`config.mk`:
```
export PLATFORM = sky130hd
export DESIGN_NAME = layer_sequencer
export DESIGN_NICKNAME = d
export VERILOG_FILES = /design/src/cnn_pkg.sv /design/src/layer_sequencer.sv
export VERILOG_INCLUDE_DIRS = /design/src
export SDC_FILE = /design/constraint.sdc
export NUM_CORES = 1
export LEC_CHECK = 0
export BUFFER_PORTS_ARGS = -buffer_cell sky130_fd_sc_hd__buf_2
export CORE_AREA = 3 3 164 166
export DETAILED_ROUTE_END_ITERATION = 7
export DIE_AREA = 0 0 167 169
export HOLD_SLACK_MARGIN = 0.06
export PLACE_DENSITY = 0.43
export SLEW_MARGIN = 10
export SYNTH_ARGS = -nofsm -noshare
export SYNTH_HDL_FRONTEND = slang
export SYNTH_SLANG_ARGS = --single-unit
export TNS_END_PERCENT = 100
```
`constraint.sdc`:
```
create_clock -name clk -period 3.3 [get_ports clk]
set_input_delay 0.495 -clock clk [delete_from_list [all_inputs] [get_ports clk]]
set_output_delay 0.495 -clock clk [all_outputs]
set_load 0.05 [all_outputs]
```
`src/cnn_defs.svh`:
```
`ifndef CNN_DEFS_SVH
`define CNN_DEFS_SVH

// Signed weight and activation width.
`define DATA_LEN 8

// Number of weight store channels.
`define NUM_CH 4

// Bank words, five layers of 32 words each.
`define BANK_DEPTH 160
`define BANK_AW 8

// Bank words that make up one weight vector.
`define WORDS_PER_VEC 4

// Phases in one layer pass.
`define NUM_PHASE 8

// Running sum width per channel.
`define ACC_LEN 24

`endif
```
`src/cnn_pkg.sv`:
```
`default_nettype none

`include "cnn_defs.svh"

package cnn_pkg;

  typedef logic [`DATA_LEN-1:0] data_t;

  // Nine values per bank word.
  typedef logic [9*`DATA_LEN-1:0] bank_word_t;
  typedef logic [`WORDS_PER_VEC*9*`DATA_LEN-1:0] weight_vec_t;

  typedef logic [`BANK_AW-1:0] bank_addr_t;
  typedef logic [$clog2(`NUM_PHASE)-1:0] phase_t;
  typedef logic signed [`ACC_LEN-1:0] acc_t;

  // Order sets the bank base address, position times 32.
  typedef enum logic [2:0] {LAYER0, LAYER1, LAYER2, LAYER3, AFFINE} layer_e;

  typedef enum logic [2:0] {IDLE, FETCH, MAC, GAP, DONE} seq_state_e;

  typedef struct packed {
    logic       en;
    bank_addr_t addr;
    bank_word_t data;
  } bank_wr_t;

  typedef struct packed {
    logic   load;
    layer_e layer;
    phase_t phase;
  } fetch_ctl_t;

endpackage

`default_nettype wire

```
`src/layer_sequencer.sv`:
```
`timescale 1ns/1ns
`default_nettype none

`include "cnn_defs.svh"

module layer_sequencer (
  input  wire                      clk,
  input  wire                      reset,
  input  wire                      start,
  input  wire cnn_pkg::layer_e     layer,
  input  wire                      wr_en,
  input  wire [1:0]                wr_ch,
  input  wire cnn_pkg::bank_addr_t wr_addr,
  input  wire cnn_pkg::bank_word_t wr_data,
  input  wire [`NUM_CH-1:0]        valid_all,
  output cnn_pkg::fetch_ctl_t      ctl,
  output cnn_pkg::bank_wr_t        bank_wr [`NUM_CH],
  output logic                     clear_acc,
  output logic                     acc_en,
  output logic                     busy,
  output logic                     done
);

  cnn_pkg::seq_state_e state;
  cnn_pkg::seq_state_e state_next;
  cnn_pkg::layer_e     layer_q;
  cnn_pkg::phase_t     phase;
  logic                launch;
  logic                last_phase;

  assign launch     = (state == cnn_pkg::IDLE) && start;
  assign last_phase = (phase == cnn_pkg::phase_t'(`NUM_PHASE - 1));

  ////////////////////////////////////////
  // Phase FSM.
  ////////////////////////////////////////

  // Eight cycles per phase: six of FETCH, then MAC, then GAP.
  always_comb begin
    state_next = state;
    case (state)
      cnn_pkg::IDLE:  if (start) state_next = cnn_pkg::FETCH;
      cnn_pkg::FETCH: if (&valid_all) state_next = cnn_pkg::MAC;
      cnn_pkg::MAC:   state_next = cnn_pkg::GAP;
      cnn_pkg::GAP:   state_next = last_phase ? cnn_pkg::DONE : cnn_pkg::FETCH;
      cnn_pkg::DONE:  state_next = cnn_pkg::IDLE;
      default:        state_next = cnn_pkg::IDLE;
    endcase
  end

  always_ff @(posedge clk) begin
    if (reset) begin
      state     <= cnn_pkg::IDLE;
      layer_q   <= cnn_pkg::LAYER0;
      phase     <= '0;
      clear_acc <= 1'b0;
    end else begin
      state     <= state_next;
      clear_acc <= launch;
      if (launch) begin
        layer_q <= layer;
        phase   <= '0;
      end else if (state == cnn_pkg::GAP) begin
        phase <= phase + 1'b1;
      end
    end
  end

  ////////////////////////////////////////
  // Outputs.
  ////////////////////////////////////////

  always_comb begin
    busy   = (state != cnn_pkg::IDLE);
    done   = (state == cnn_pkg::DONE);
    acc_en = (state == cnn_pkg::MAC);

    // Load falls in GAP so every store restarts its read burst.
    ctl.load  = (state == cnn_pkg::FETCH) || (state == cnn_pkg::MAC);
    ctl.layer = layer_q;
    ctl.phase = phase;

    // Host writes reach one bank, and only while idle.
    for (int ch = 0; ch < `NUM_CH; ch++) begin
      bank_wr[ch].en   = wr_en && !busy && (wr_ch == 2'(ch));
      bank_wr[ch].addr = wr_addr;
      bank_wr[ch].data = wr_data;
    end
  end

endmodule

`default_nettype wire

```
-- Yosys cells after proc, flatten, opt, wreduce, memory -nomap -nowiden
Cells that the tools add are included.
- add/sub/neg operators: 1
- equal/unequal tests: 10
- multiplexer cells: 4
- reduce and logical (&&, ||, !) cells: 14
- operators by type and width (cell ; count):
    one-hot mux 3 bit (4 select lines) ; 1
    2-to-1 mux 3 bit ; 3
    == test 3 x 2 -> 1 bit (second input constant) ; 2
    == test 3 bit (second input constant) ; 2
    logical AND 1 bit ; 6
    == test 2 bit (second input constant) ; 2
    != test 2 bit (second input constant) ; 2
    AND reduction 4 bit ; 1
    adder 3 x 1 -> 3 bit (second input constant) ; 1
    == test 3 x 1 -> 1 bit (second input constant) ; 1
    zero test 3 bit ; 1
    nonzero test 3 bit ; 1
    == test 2 x 1 -> 1 bit (second input constant) ; 1
    zero test 2 bit ; 1
    AND reduction 2 bit ; 1
    OR reduction 2 bit ; 1
    zero test 1 bit ; 1
    logical OR 1 bit ; 1
- register bits after elaboration: 10
- output and inout bits: 335

-- Longest topological paths before layout
- depth in word-level cells: 4
- mapped depth: 5
- depth with buffers taken out: 5

-- Worst setup path after synthesis
Ideal clock, no wire load.
- path type: register -> output
- start point: register state[2]
- end point: output port bank_wr[242] in the netlist's numbering
- arrival: 1.836 ns
- path slack: 0.969 ns
- cell stages (with the launch flop): 5
- buffers on the path: 1
- path through: dfxtp_1 buf_6 nor3_1 nand2_1 nor3_1
- RTL lines (what ; line ; RTL):
    start: declaration ; layer_sequencer.sv:24 ; cnn_pkg::seq_state_e state;
    start signal: assignment ; layer_sequencer.sv:53 ; state <= cnn_pkg::IDLE;
    start signal: assignment ; layer_sequencer.sv:58 ; state <= state_next;
    end: declaration ; layer_sequencer.sv:17 ; output cnn_pkg::bank_wr_t bank_wr [`NUM_CH],

==> out/metrics.yaml <==
timing:
  period_share_pct: 62.0
  final.setup.tns_ns: 0
  rsz0062_at_grt: "false"
  hold_violations: 0
  worst_pin_slew_ns: 0.560
  slew_viol_final: 0
  slew_headroom_pct: 62.5
  fmax_mhz: 489
  setup_viol: 0
  min_period_ns: 2.04
  worst_clock_skew_ns: 0.000477
placement:
  routabilityCongestion: 0.642
  dpl_cell_area_um2: 1020
  io_buffers: 27
  hpwl_um: 4300
clock_tree:
  cts_resized: 0
  ctsLongestPathBuffers: 2
  cts_tree: "built"
  clk_pin_slew_ns: 0.04
  worstSkewPairLatency_ns: 0.23
  root_buffer: "clkbuf_16"
  cts_setup_buffers: 0
  cts-hold-fix-buffers: 0
  numCtsBuffers: 3
  cts_max_level: 1
  cts_sinks: 10
yosys:
  syn_nets: 468
  ys_seq_elements: 10
  ys_top_cells_by_area: "buf_4 83%, dfxtp_1 6.9%, mux2i_1 1.7%"
  ys.warnings.count: 0
  synth_top_cell_by_area: "buf_4"
  ys_types: 23
  synth_area_per_cell_um2: 7.78
  yosysSeqAreaShare_pct: 6.90
  syn_inst: 373
  syn_area_um2: 2900
  synth_top_area_share_pct: 82.8
critical_path:
  critPathCaptureType: "output pin"
  r2r_start: "state[2]"
  startpoint_type: "flop"
  cp.arrival_ns: 1.55
  crit_start: "state[2]"
  critical_path_class: "reg -> out"
  crit_path_max_fanout: 8
  crit_required_ns: 2.80
finish:
  fillCellCount: 3030
  area_growth_pct: -62.2
  n_antenna_cell: 0
  final_common_cell: "buf_2"
  nets: 176
  final_cell_mix: "27 x buf_2, 10 x dfxtp_1, 7 x nor3_1"
  design_area_um2: 1100
  drive_above_1_share_pct: 39.2
flow_run:
  cap_violations: 0
die:
  die_height_um: 169
  core_um2: 25800
  ios: 428
  dieArea_um2: 28200
  die_x_um: 167
  start_util_pct: 11.3
  fp-row-count: 59
routing:
  ant_nets: 0
  drt-total-wl_um: 5010
  dr_total_vias: 771
  routedWlPerCell_um: 12.1
  dr.pass1.iters: 4
  drtIter0Drc: 23
  route.detailed.drc: 0
  viasPerCell: 1.86
grt:
  antenna_found_initial: 0
  grt_overflow: 0
  grt_max_degree: 11
  grtUsageTotal_pct: 3.12
  grt_pass1_wl_um: 6570
  grt_pass1_vias: 834
pwr:
  p_leak_uw: 0.000365
  irDropWorstVdd_v: 0.000238
  powerDensity_nw_per_um2: 364
  power_uw: 400
worst_hold_path:
  hp-class: "reg -> reg"
  hp-start: "layer_q[1]"
status:
  outcome: "complete, no violations"
synth_stat cells:
library cell,number
buf_4,320
dfxtp_1,10
nor3_1,7
nor2_1,6
mux2i_1,5
nor3b_1,3
buf_6,2
ha_1,2
inv_1,2
nand2b_1,2
nand3_1,2
a21oi_1,1
buf_1,1
clkbuf_2,1
nand2_1,1
nand3b_1,1
nand4_1,1
nor2b_1,1
nor4_1,1
nor4b_4,1
o21a_1,1
o31ai_1,1
xor2_1,1
layout make-up:
class / count / area [µm²] / share of cell area, %
well taps: 335 / 419 / 38.2
multi-input cells: 37 / 260 / 23.7
flip-flops and latches: 10 / 200 / 18.2
repair buffers: 27 / 135 / 12.3
clock buffers: 3 / 75.1 / 6.84
inverters: 2 / 7.51 / 0.684
per-layer routing:
metal  GRT usage (%)  wire [µm]
met4            3.55        535
met1            1.10        650
met2            3.57       1800
met3            6.00       2020
met5               0          0
power breakdown:
part           total [µW]  internal, µW  leakage (µW)  switching [µW]
sequential            130           126     0.0000815            4.19
clock                 211           157     0.0000370            53.7
combinational        59.2          18.1      0.000247            41.1
total                 400           301      0.000365            98.9
flip-flops by register name (all words and copies together) (netlist names):
name and flops:
phase 3, layer_q 3, state 3, clear_acc 1
stage by stage:
step	worst slack, ns	std cells	hold slack [ns]	utilization, %
3_3_place_gp	1.56	411	0.479	3.97
2_1_floorplan	0.969	373	0.514	-
3_5_place_dp	1.51	411	0.481	3.97
6_report	1.26	414	0.490	4.26
4_1_cts	1.25	414	0.496	4.26
5_1_grt	1.09	414	0.523	4.26
worst max-delay path, cell delays in order (launching register included):
cell,delay (ns)
dfxtp_1,0.38
nor3_1,0.38
nand2_1,0.13
nor3_1,0.14
buf_2,0.29
cells by family (layout without fill, tap and decap cells):
| logic type | Yosys count | after routing | synth area share (%) |
|---|---|---|---|
| AO/OA/AOI/OAI | 3 | 3 | 0.690 |
| AND/OR/NAND/NOR | 26 | 26 | 5.39 |
| buffers and inverters | 326 | 32 | 84.1 |
| XOR/XNOR | 1 | 1 | 0.302 |
| multiplexers | 5 | 5 | 1.72 |
| adder cells (fa/ha/maj) | 2 | 2 | 0.862 |
| flip-flops | 10 | 10 | 6.90 |
path summary, 6_finish.rpt:
path	endpoint	slack, ns	depth (start not counted)
worst min register to register	layer_q[1]	0.49	2
worst min-delay path	layer_q[1]	0.49	2
worst max-delay path	bank_wr[323]	1.26	4
worst max register to register	layer_q[0]	1.91	3
Power figures use the tool's default switching activity.
