<file path="src/cnn_defs.svh">
`ifndef CNN_DEFS_SVH
`define CNN_DEFS_SVH

// Signed weight and activation width.
`define DATA_LEN 8

// Number of weight store channels.
`define NUM_CH 4

// Bank words, five layers of 32 words each.
`define BANK_DEPTH 160
`define BANK_AW 8

// Bank words that make up one weight vector.
`define WORDS_PER_VEC 4

// Phases in one layer pass.
`define NUM_PHASE 8

// Running sum width per channel.
`define ACC_LEN 24

`endif
</file>
<file path="src/cnn_pkg.sv">
`default_nettype none

`include "cnn_defs.svh"

package cnn_pkg;

  typedef logic [`DATA_LEN-1:0] data_t;

  // Nine values per bank word.
  typedef logic [9*`DATA_LEN-1:0] bank_word_t;
  typedef logic [`WORDS_PER_VEC*9*`DATA_LEN-1:0] weight_vec_t;

  typedef logic [`BANK_AW-1:0] bank_addr_t;
  typedef logic [$clog2(`NUM_PHASE)-1:0] phase_t;
  typedef logic signed [`ACC_LEN-1:0] acc_t;

  // Order sets the bank base address, position times 32.
  typedef enum logic [2:0] {LAYER0, LAYER1, LAYER2, LAYER3, AFFINE} layer_e;

  typedef enum logic [2:0] {IDLE, FETCH, MAC, GAP, DONE} seq_state_e;

  typedef struct packed {
    logic       en;
    bank_addr_t addr;
    bank_word_t data;
  } bank_wr_t;

  typedef struct packed {
    logic   load;
    layer_e layer;
    phase_t phase;
  } fetch_ctl_t;

endpackage

`default_nettype wire

</file>
<file path="src/weight_store.sv">
`timescale 1ns/1ns
`default_nettype none

`include "cnn_defs.svh"

module weight_store (
  input  wire                       clk,
  input  wire                       reset,
  input  wire cnn_pkg::fetch_ctl_t  ctl,
  output cnn_pkg::bank_addr_t       rd_addr,
  input  wire cnn_pkg::bank_word_t  rd_data,
  output logic                      valid,
  output cnn_pkg::weight_vec_t      q
);

  localparam int WORD_W = $bits(cnn_pkg::bank_word_t);
  localparam int LAYER_WORDS = `NUM_PHASE * `WORDS_PER_VEC;
  localparam logic [2:0] LAST_CNT = 3'(`WORDS_PER_VEC);

  cnn_pkg::bank_addr_t layer_base;
  cnn_pkg::bank_addr_t vec_base;
  logic [2:0]          word_cnt;
  logic                rd_pend;
  logic [1:0]          slice;

  ////////////////////////////////////////
  // Address generation.
  ////////////////////////////////////////

  // Layer picks a 32-word region.
  assign layer_base = cnn_pkg::bank_addr_t'(LAYER_WORDS * ctl.layer);

  // Each phase owns four consecutive words.
  assign vec_base = layer_base + cnn_pkg::bank_addr_t'(`WORDS_PER_VEC * ctl.phase);

  assign rd_addr = vec_base + cnn_pkg::bank_addr_t'(word_cnt[1:0]);

  // The word on rd_data was requested one count earlier.
  assign slice = word_cnt[1:0] - 2'd1;

  ////////////////////////////////////////
  // Read sequencing.
  ////////////////////////////////////////

  // Word 0 is requested in the first load cycle, the init cycle.
  // Words land on the next four edges and valid rises with the
  // last one, so it is high from the sixth load cycle on.
  always_ff @(posedge clk) begin
    if (reset || !ctl.load) begin
      word_cnt <= '0;
      rd_pend  <= 1'b0;
      valid    <= 1'b0;
    end else begin
      rd_pend <= (word_cnt != LAST_CNT);
      if (word_cnt != LAST_CNT) begin
        word_cnt <= word_cnt + 3'd1;
      end
      if (rd_pend && word_cnt == LAST_CNT) begin
        valid <= 1'b1;
      end
    end
  end

  ////////////////////////////////////////
  // Vector assembly.
  ////////////////////////////////////////

  // Word n fills slice n, lowest bits first.
  always_ff @(posedge clk) begin
    if (rd_pend) begin
      q[slice*WORD_W +: WORD_W] <= rd_data;
    end
  end

endmodule

`default_nettype wire

</file>
<file path="config.mk">
export PLATFORM = sky130hd
export DESIGN_NAME = weight_store
export DESIGN_NICKNAME = d
export VERILOG_FILES = /design/src/cnn_pkg.sv /design/src/weight_store.sv
export VERILOG_INCLUDE_DIRS = /design/src
export SDC_FILE = /design/constraint.sdc
export NUM_CORES = 1
export LEC_CHECK = 0
export BUFFER_PORTS_ARGS = -buffer_cell sky130_fd_sc_hd__buf_2
export CAP_MARGIN = 20
export CELL_PAD_IN_SITES_DETAIL_PLACEMENT = 0
export CELL_PAD_IN_SITES_GLOBAL_PLACEMENT = 1
export CORE_ASPECT_RATIO = 1.25
export CORE_MARGIN = 2
export CORE_UTILIZATION = 44
export CTS_BUF_LIST = sky130_fd_sc_hd__clkbuf_8
export CTS_CLUSTER_DIAMETER = 100
export CTS_CLUSTER_SIZE = 14
export DETAILED_ROUTE_END_ITERATION = 16
export PLACE_DENSITY_LB_ADDON = 0.1
export SETUP_SLACK_MARGIN = 0.05
export SLEW_MARGIN = 20
export SYNTH_ARGS = -nofsm -noshare
export SYNTH_HDL_FRONTEND = slang
export SYNTH_SLANG_ARGS = --single-unit
</file>
<file path="constraint.sdc">
create_clock -name clk -period 5.2 [get_ports clk]
set_input_delay 0.52 -clock clk [delete_from_list [all_inputs] [get_ports clk]]
set_output_delay 0.52 -clock clk [all_outputs]
set_load 0.01 [all_outputs]
</file>
# Word-level counts from Yosys, hierarchy flattened
# Cells that the tools add are included.
[totals]
reg_bits = 293
word_cells = 18
[op_classes]
addsub = 5
n_mul = 1
eq_ne = 2
shifts = 2
mux = 1
reduce_logical = 3
[ops]
columns = ["cell", "n"]
rows = [
  ["$bwmux W288", 1],
  ["$shift A72 B34 Y288 const A", 1],
  ["$shiftx A72 B34 Y288", 1],
  ["$neg A9 Y34", 1],
  ["$add A8 B2 Y8", 1],
  ["$add A8 B5 Y8", 1],
  ["$mul A2 B4 Y6 const B", 1],
  ["$add A3 B1 Y3 const B", 1],
  ["$eq A3 B3 Y1 const B", 1],
  ["$ne A3 B3 Y1 const B", 1],
  ["$sub A2 B1 Y2 const B", 1],
  ["$logic_and A1 B1 Y1", 1],
  ["$logic_not A1 Y1", 1],
  ["$logic_or A1 B1 Y1", 1],
]

# Longest topological paths before layout
[depth]
depth_word = 5
ltp_mapped = 12

# Least setup slack after synthesis
# Ideal clock, no wire load.
[synth_path]
path_kind = "register to register"
from = "register, netlist name word_cnt[0]"
to = "register q[100] (enable)"
setup_ps = 438
arrival_time_ps = 3300
required_ps = 4762
path_slack_ps = 1462
path_stages_with_launch = 7
synth_period_minus_slack_ps = 3738
path_cell_list = "dfxtp_1 > buf_2 > clkinv_1 > buf_1 > ha_1 > clkbuf_1 > and2_1"
[synth_rtl]
columns = ["item", "line_no", "rtl"]
rows = [
  ["end signal, assigned by index", "weight_store.sv:71", "q[slice*WORD_W +: WORD_W] <= rd_data;"],
  ["end, declared", "weight_store.sv:13", "output cnn_pkg::weight_vec_t q"],
]

# Final worst setup path
[layout_path]
from = "register word_cnt[0]"
to = "register q[205], data pin"
[layout_between]
elab_chain_len = 5
word_cells_on_any_way = 6
classes_between = "add/sub (2); mul (1); shift (2); mux (1)"
[layout_lines]
columns = ["item", "line_no", "rtl"]
rows = [
  ["start, declared", "weight_store.sv:22", "logic [2:0] word_cnt;"],
  ["start signal, assigned", "weight_store.sv:56", "word_cnt <= word_cnt + 3'd1;"],
  ["$sub A2 B1 Y2 (*)", "weight_store.sv:39", "assign slice = word_cnt[1:0] - 2'd1;"],
  ["$mul A2 B4 Y6 (*)", "weight_store.sv:71", ""],
  ["$neg A9 Y34 (*)", "weight_store.sv:71", ""],
  ["$shiftx A72 B34 Y288 / $shift A72 B34 Y288 (equally long branches)", "weight_store.sv:71", ""],
  ["$bwmux W288 (*)", "weight_store.sv:71", ""],
]
# Mark *: on every way between the ends. The rest lies on a longest branch, timed or not.
# A chain may end at the register's enable or synchronous reset.

==> flow_metrics.env <==
export IMPL_run_status="finished, final reports clean"
export IMPL_sequential_area_share_after_synthesis=0.6117
export IMPL_clkSinkCount=293
export IMPL_worst_slew_pin_slew_ns=1.149
export IMPL_synthesis_area_um2=14300
export IMPL_clk_pin_slew_ns=0.09
export IMPL_core_rowCount=73
export IMPL_io_pins=378
export IMPL_grt_setup_unrepaired="no"
export IMPL_fin_area_um2=16740
export IMPL_delay_heaviest_family_cp="adder cells"
export IMPL_crit_buf_inv=2
export IMPL_fin_total_pwr_mw=4.656
export IMPL_layout_worst_path_cycle_share=0.7806
export IMPL_drv_slew=0
export IMPL_antenna_found_initial=4
export IMPL_synth_adder_area_share=0.005249
export IMPL_timing_max_slew_rel_slack=0.2342
export IMPL_leakage_nw=5.941
export IMPL_cts_inserted_buffers=24
export IMPL_end_kind="flip-flop"
export IMPL_clockBufferDepth=3
export IMPL_global_route_overflow_total=0
export IMPL_synth_compound_gate_area_share=0.1053
export IMPL_place_area_um2=16360
export IMPL_synth_cells=1113
export IMPL_syn2layout_area_growth_pct=17.05
export IMPL_drt_iter0_markers=1572
export IMPL_groute_usage_overall=0.3124
export IMPL_detail_route_wirelength_um=53510
export IMPL_largest_net_degree_at_the_start_of_global_routing=76
export IMPL_post_synth_xor_area_fraction=0.002362
export IMPL_cap_violations=0
export IMPL_route_detailed_wl_per_inst_um=28.82
export IMPL_synth_distinct_cells=70
export IMPL_placement_setup_worst_slack_ns=1.211
export IMPL_fmax_ghz=0.2464
export IMPL_hold_path_class="input pin to flip-flop"
export IMPL_final_net_count=1521
export IMPL_ctsRootBufferMaster="sky130_fd_sc_hd__clkbuf_8"
export IMPL_buffers_on_ports=365
export IMPL_chain_of_cells_forming_the_critical_path="clkinv_1 -> ha_4 -> buf_4 -> mux2_2 -> mux4_2 -> a21oi_2 -> nor2_1"
export IMPL_finalSetupTns_ns=0
export IMPL_syn_area_per_cell_um2=12.85
export IMPL_place_congestion=0.9025
export IMPL_peakVddDrop_v=0.0001902
export IMPL_synth_edff_count=288
export IMPL_fp_coreArea_um2=31880
export IMPL_skew_final_ns=0.02443
export IMPL_clk_latency_ns=0.61
export IMPL_worst_path_max_fanout=70
export IMPL_postCtsSetupBuffers=0
export IMPL_grt_pass1_wl_um=75290
export IMPL_synthMuxAreaShare=0.1069
export IMPL_level_count_of_the_clock_h_tree=1
export IMPL_critical_path_slowest_cell="sky130_fd_sc_hd__ha_4"
export IMPL_largest_stage_delay_on_the_critical_path_ns=1.00
export IMPL_dieWidth_um=165.3
export IMPL_post_synth_and_or_nand_nor_area_fraction=0.1283
export IMPL_postSynthRegisterBits=293
export IMPL_route_antenna_remaining_nets=0
export IMPL_post_dp_hpwl_um=37490
export IMPL_yosysWarningCount=0
export IMPL_timing_final_ws_setup_ns=1.141
export IMPL_cts_tree="yes"
export IMPL_finalHoldViolCount=0
export IMPL_route_vias_total=11350
export IMPL_worstPathRequired_ns=5.54
export IMPL_ctsHoldBuffers=0
export IMPL_syn_num_nets=1200
export IMPL_synth_async_reset_ratio=0
export IMPL_initial_core_util=0.4487
export IMPL_startpoint_type="flip-flop"
export IMPL_synth_top_flop_cell="sky130_fd_sc_hd__edfxtp_1"
export IMPL_layout_drive_gt1_share=0.3523
export IMPL_vias_per_cell=6.114
export IMPL_detail_route_drc_violations=0
export IMPL_setup_viol_count_final=0
export IMPL_timing_final_crit_period_ns=4.059
export IMPL_grt_pass1_vias=10800
export IMPL_fin_worst_hold_slack_ns=0.2732
export IMPL_drtPass1Iterations=6
export IMPL_largest_family_of_logic_cells_by_synthesized_area="simple AND/OR/NAND/NOR gates"
export IMPL_die_area_um2=33970
export IMPL_die_y_um=205.6
export IMPL_crit_type="flip-flop to flip-flop"
export IMPL_arrival_ns=4.40
export IMPL_pwr_density_cell_nw_per_um2=278.1
export IMPL_ctsResizeCount=0
## metal layers
| layer | wire length (um) | GRT usage | up-vias |
|---|---|---|---|
| li1 | - | - | 4873 |
| met1 | 21470 | 0.4364 | 5698 |
| met2 | 25450 | 0.4993 | 687 |
| met3 | 4792 | 0.05322 | 92 |
| met4 | 1773 | 0.09907 | 4 |
| met5 | 27 | 0 | - |
## synth_stat cells (25+ instances only)
master                     instances  area (um2)
sky130_fd_sc_hd__edfxtp_1        288        8648
sky130_fd_sc_hd__nor2_1          161       604.3
sky130_fd_sc_hd__nand2_1          67       251.5
sky130_fd_sc_hd__o22ai_1          58       362.9
sky130_fd_sc_hd__mux2i_1          53       530.5
sky130_fd_sc_hd__o21ai_0          40       200.2
sky130_fd_sc_hd__clkbuf_1         39       146.4
sky130_fd_sc_hd__mux4_2           33       743.2
sky130_fd_sc_hd__buf_2            28       140.1
sky130_fd_sc_hd__and3_1           27       168.9
sky130_fd_sc_hd__a22o_1           26       227.7
sky130_fd_sc_hd__a21oi_1          25       125.1
## cell usage in the layout, fill, tap and decap left out, types with 5 or more instances in the layout
| cell type | n |
|---|---|
| sky130_fd_sc_hd__o21ai_1 | 6 |
| sky130_fd_sc_hd__o22ai_1 | 58 |
| sky130_fd_sc_hd__nor2_1 | 159 |
| sky130_fd_sc_hd__buf_2 | 365 |
| sky130_fd_sc_hd__mux2i_1 | 53 |
| sky130_fd_sc_hd__a22o_1 | 26 |
| sky130_fd_sc_hd__o21ai_0 | 40 |
| sky130_fd_sc_hd__a22oi_1 | 11 |
| sky130_fd_sc_hd__clkbuf_8 | 25 |
| sky130_fd_sc_hd__a21oi_1 | 25 |
| sky130_fd_sc_hd__inv_1 | 13 |
| sky130_fd_sc_hd__and2_1 | 6 |
| sky130_fd_sc_hd__nand2b_1 | 10 |
| sky130_fd_sc_hd__mux2_2 | 20 |
| sky130_fd_sc_hd__mux4_2 | 33 |
| sky130_fd_sc_hd__o22a_1 | 8 |
| sky130_fd_sc_hd__nor3b_1 | 6 |
| sky130_fd_sc_hd__nor3_1 | 11 |
| sky130_fd_sc_hd__nand2_1 | 66 |
| sky130_fd_sc_hd__edfxtp_1 | 288 |
| sky130_fd_sc_hd__nor2b_1 | 16 |
| sky130_fd_sc_hd__buf_4 | 28 |
| sky130_fd_sc_hd__a2bb2oi_1 | 5 |
| sky130_fd_sc_hd__and3_1 | 27 |
| sky130_fd_sc_hd__a31oi_1 | 6 |
| sky130_fd_sc_hd__a211oi_1 | 5 |
| sky130_fd_sc_hd__nand3b_1 | 16 |
| sky130_fd_sc_hd__nand3_1 | 24 |
## final timing paths
kind / depth (start not counted) / slack, ns / end / startpoint
min: 3 / 0.27 / word_cnt[0] / ctl[6]
max: 7 / 1.14 / q[205] / word_cnt[0]
min reg2reg: 2 / 0.49 / valid / valid
max reg2reg: 7 / 1.14 / q[205] / word_cnt[0]
## kinds of logic (layout without fill, tap and decap cells)
family / Yosys count / in the layout
other cells: 0 / 3
buf+inv: 105 / 434
flops: 293 / 293
mux: 108 / 108
simple gates: 377 / 377
xor+xnor: 3 / 3
compound gates: 221 / 221
fa+ha+maj: 6 / 6
## per-stage QoR
step / std cells / utilization
6_report: 1857 / 0.5252
5_1_grt: 1855 / 0.5250
4_1_cts: 1854 / 0.5249
3_5_place_dp: 1820 / 0.5131
3_3_place_gp: 1820 / 0.5130
2_1_floorplan: 1113 / -
## cell type report
class / instances / area [um2]
Tap cell: 412 / 515.5
Sequential cell: 293 / 8752
Antenna cell: 3 / 7.507
Multi-Input combinational cell: 715 / 5025
Clock inverter: 9 / 33.78
Fill cell: 2882 / 15140
Inverter: 7 / 26.28
Clock buffer: 25 / 344.1
Timing Repair Buffer: 393 / 2037
## where the power goes
group | switching [mW] | internal, mW | leakage, nW
clock network | 0.750 | 0.437 | 0.228
registers | 0.0267 | 2.65 | 2.53
logic | 0.525 | 0.271 | 3.18
## sequential cells by signal (all words and copies together), names as in the netlist
name and flops:
q 288, valid 1, rd_pend 1, word_cnt 3
## tightest hold or removal path, delay by kind of cell
family / cells / cell delay [ns]
and+or+nand+nor: 2 / 0.24
buffers and inverters: 1 / 0.07
(Power assumes the default switching activity.)
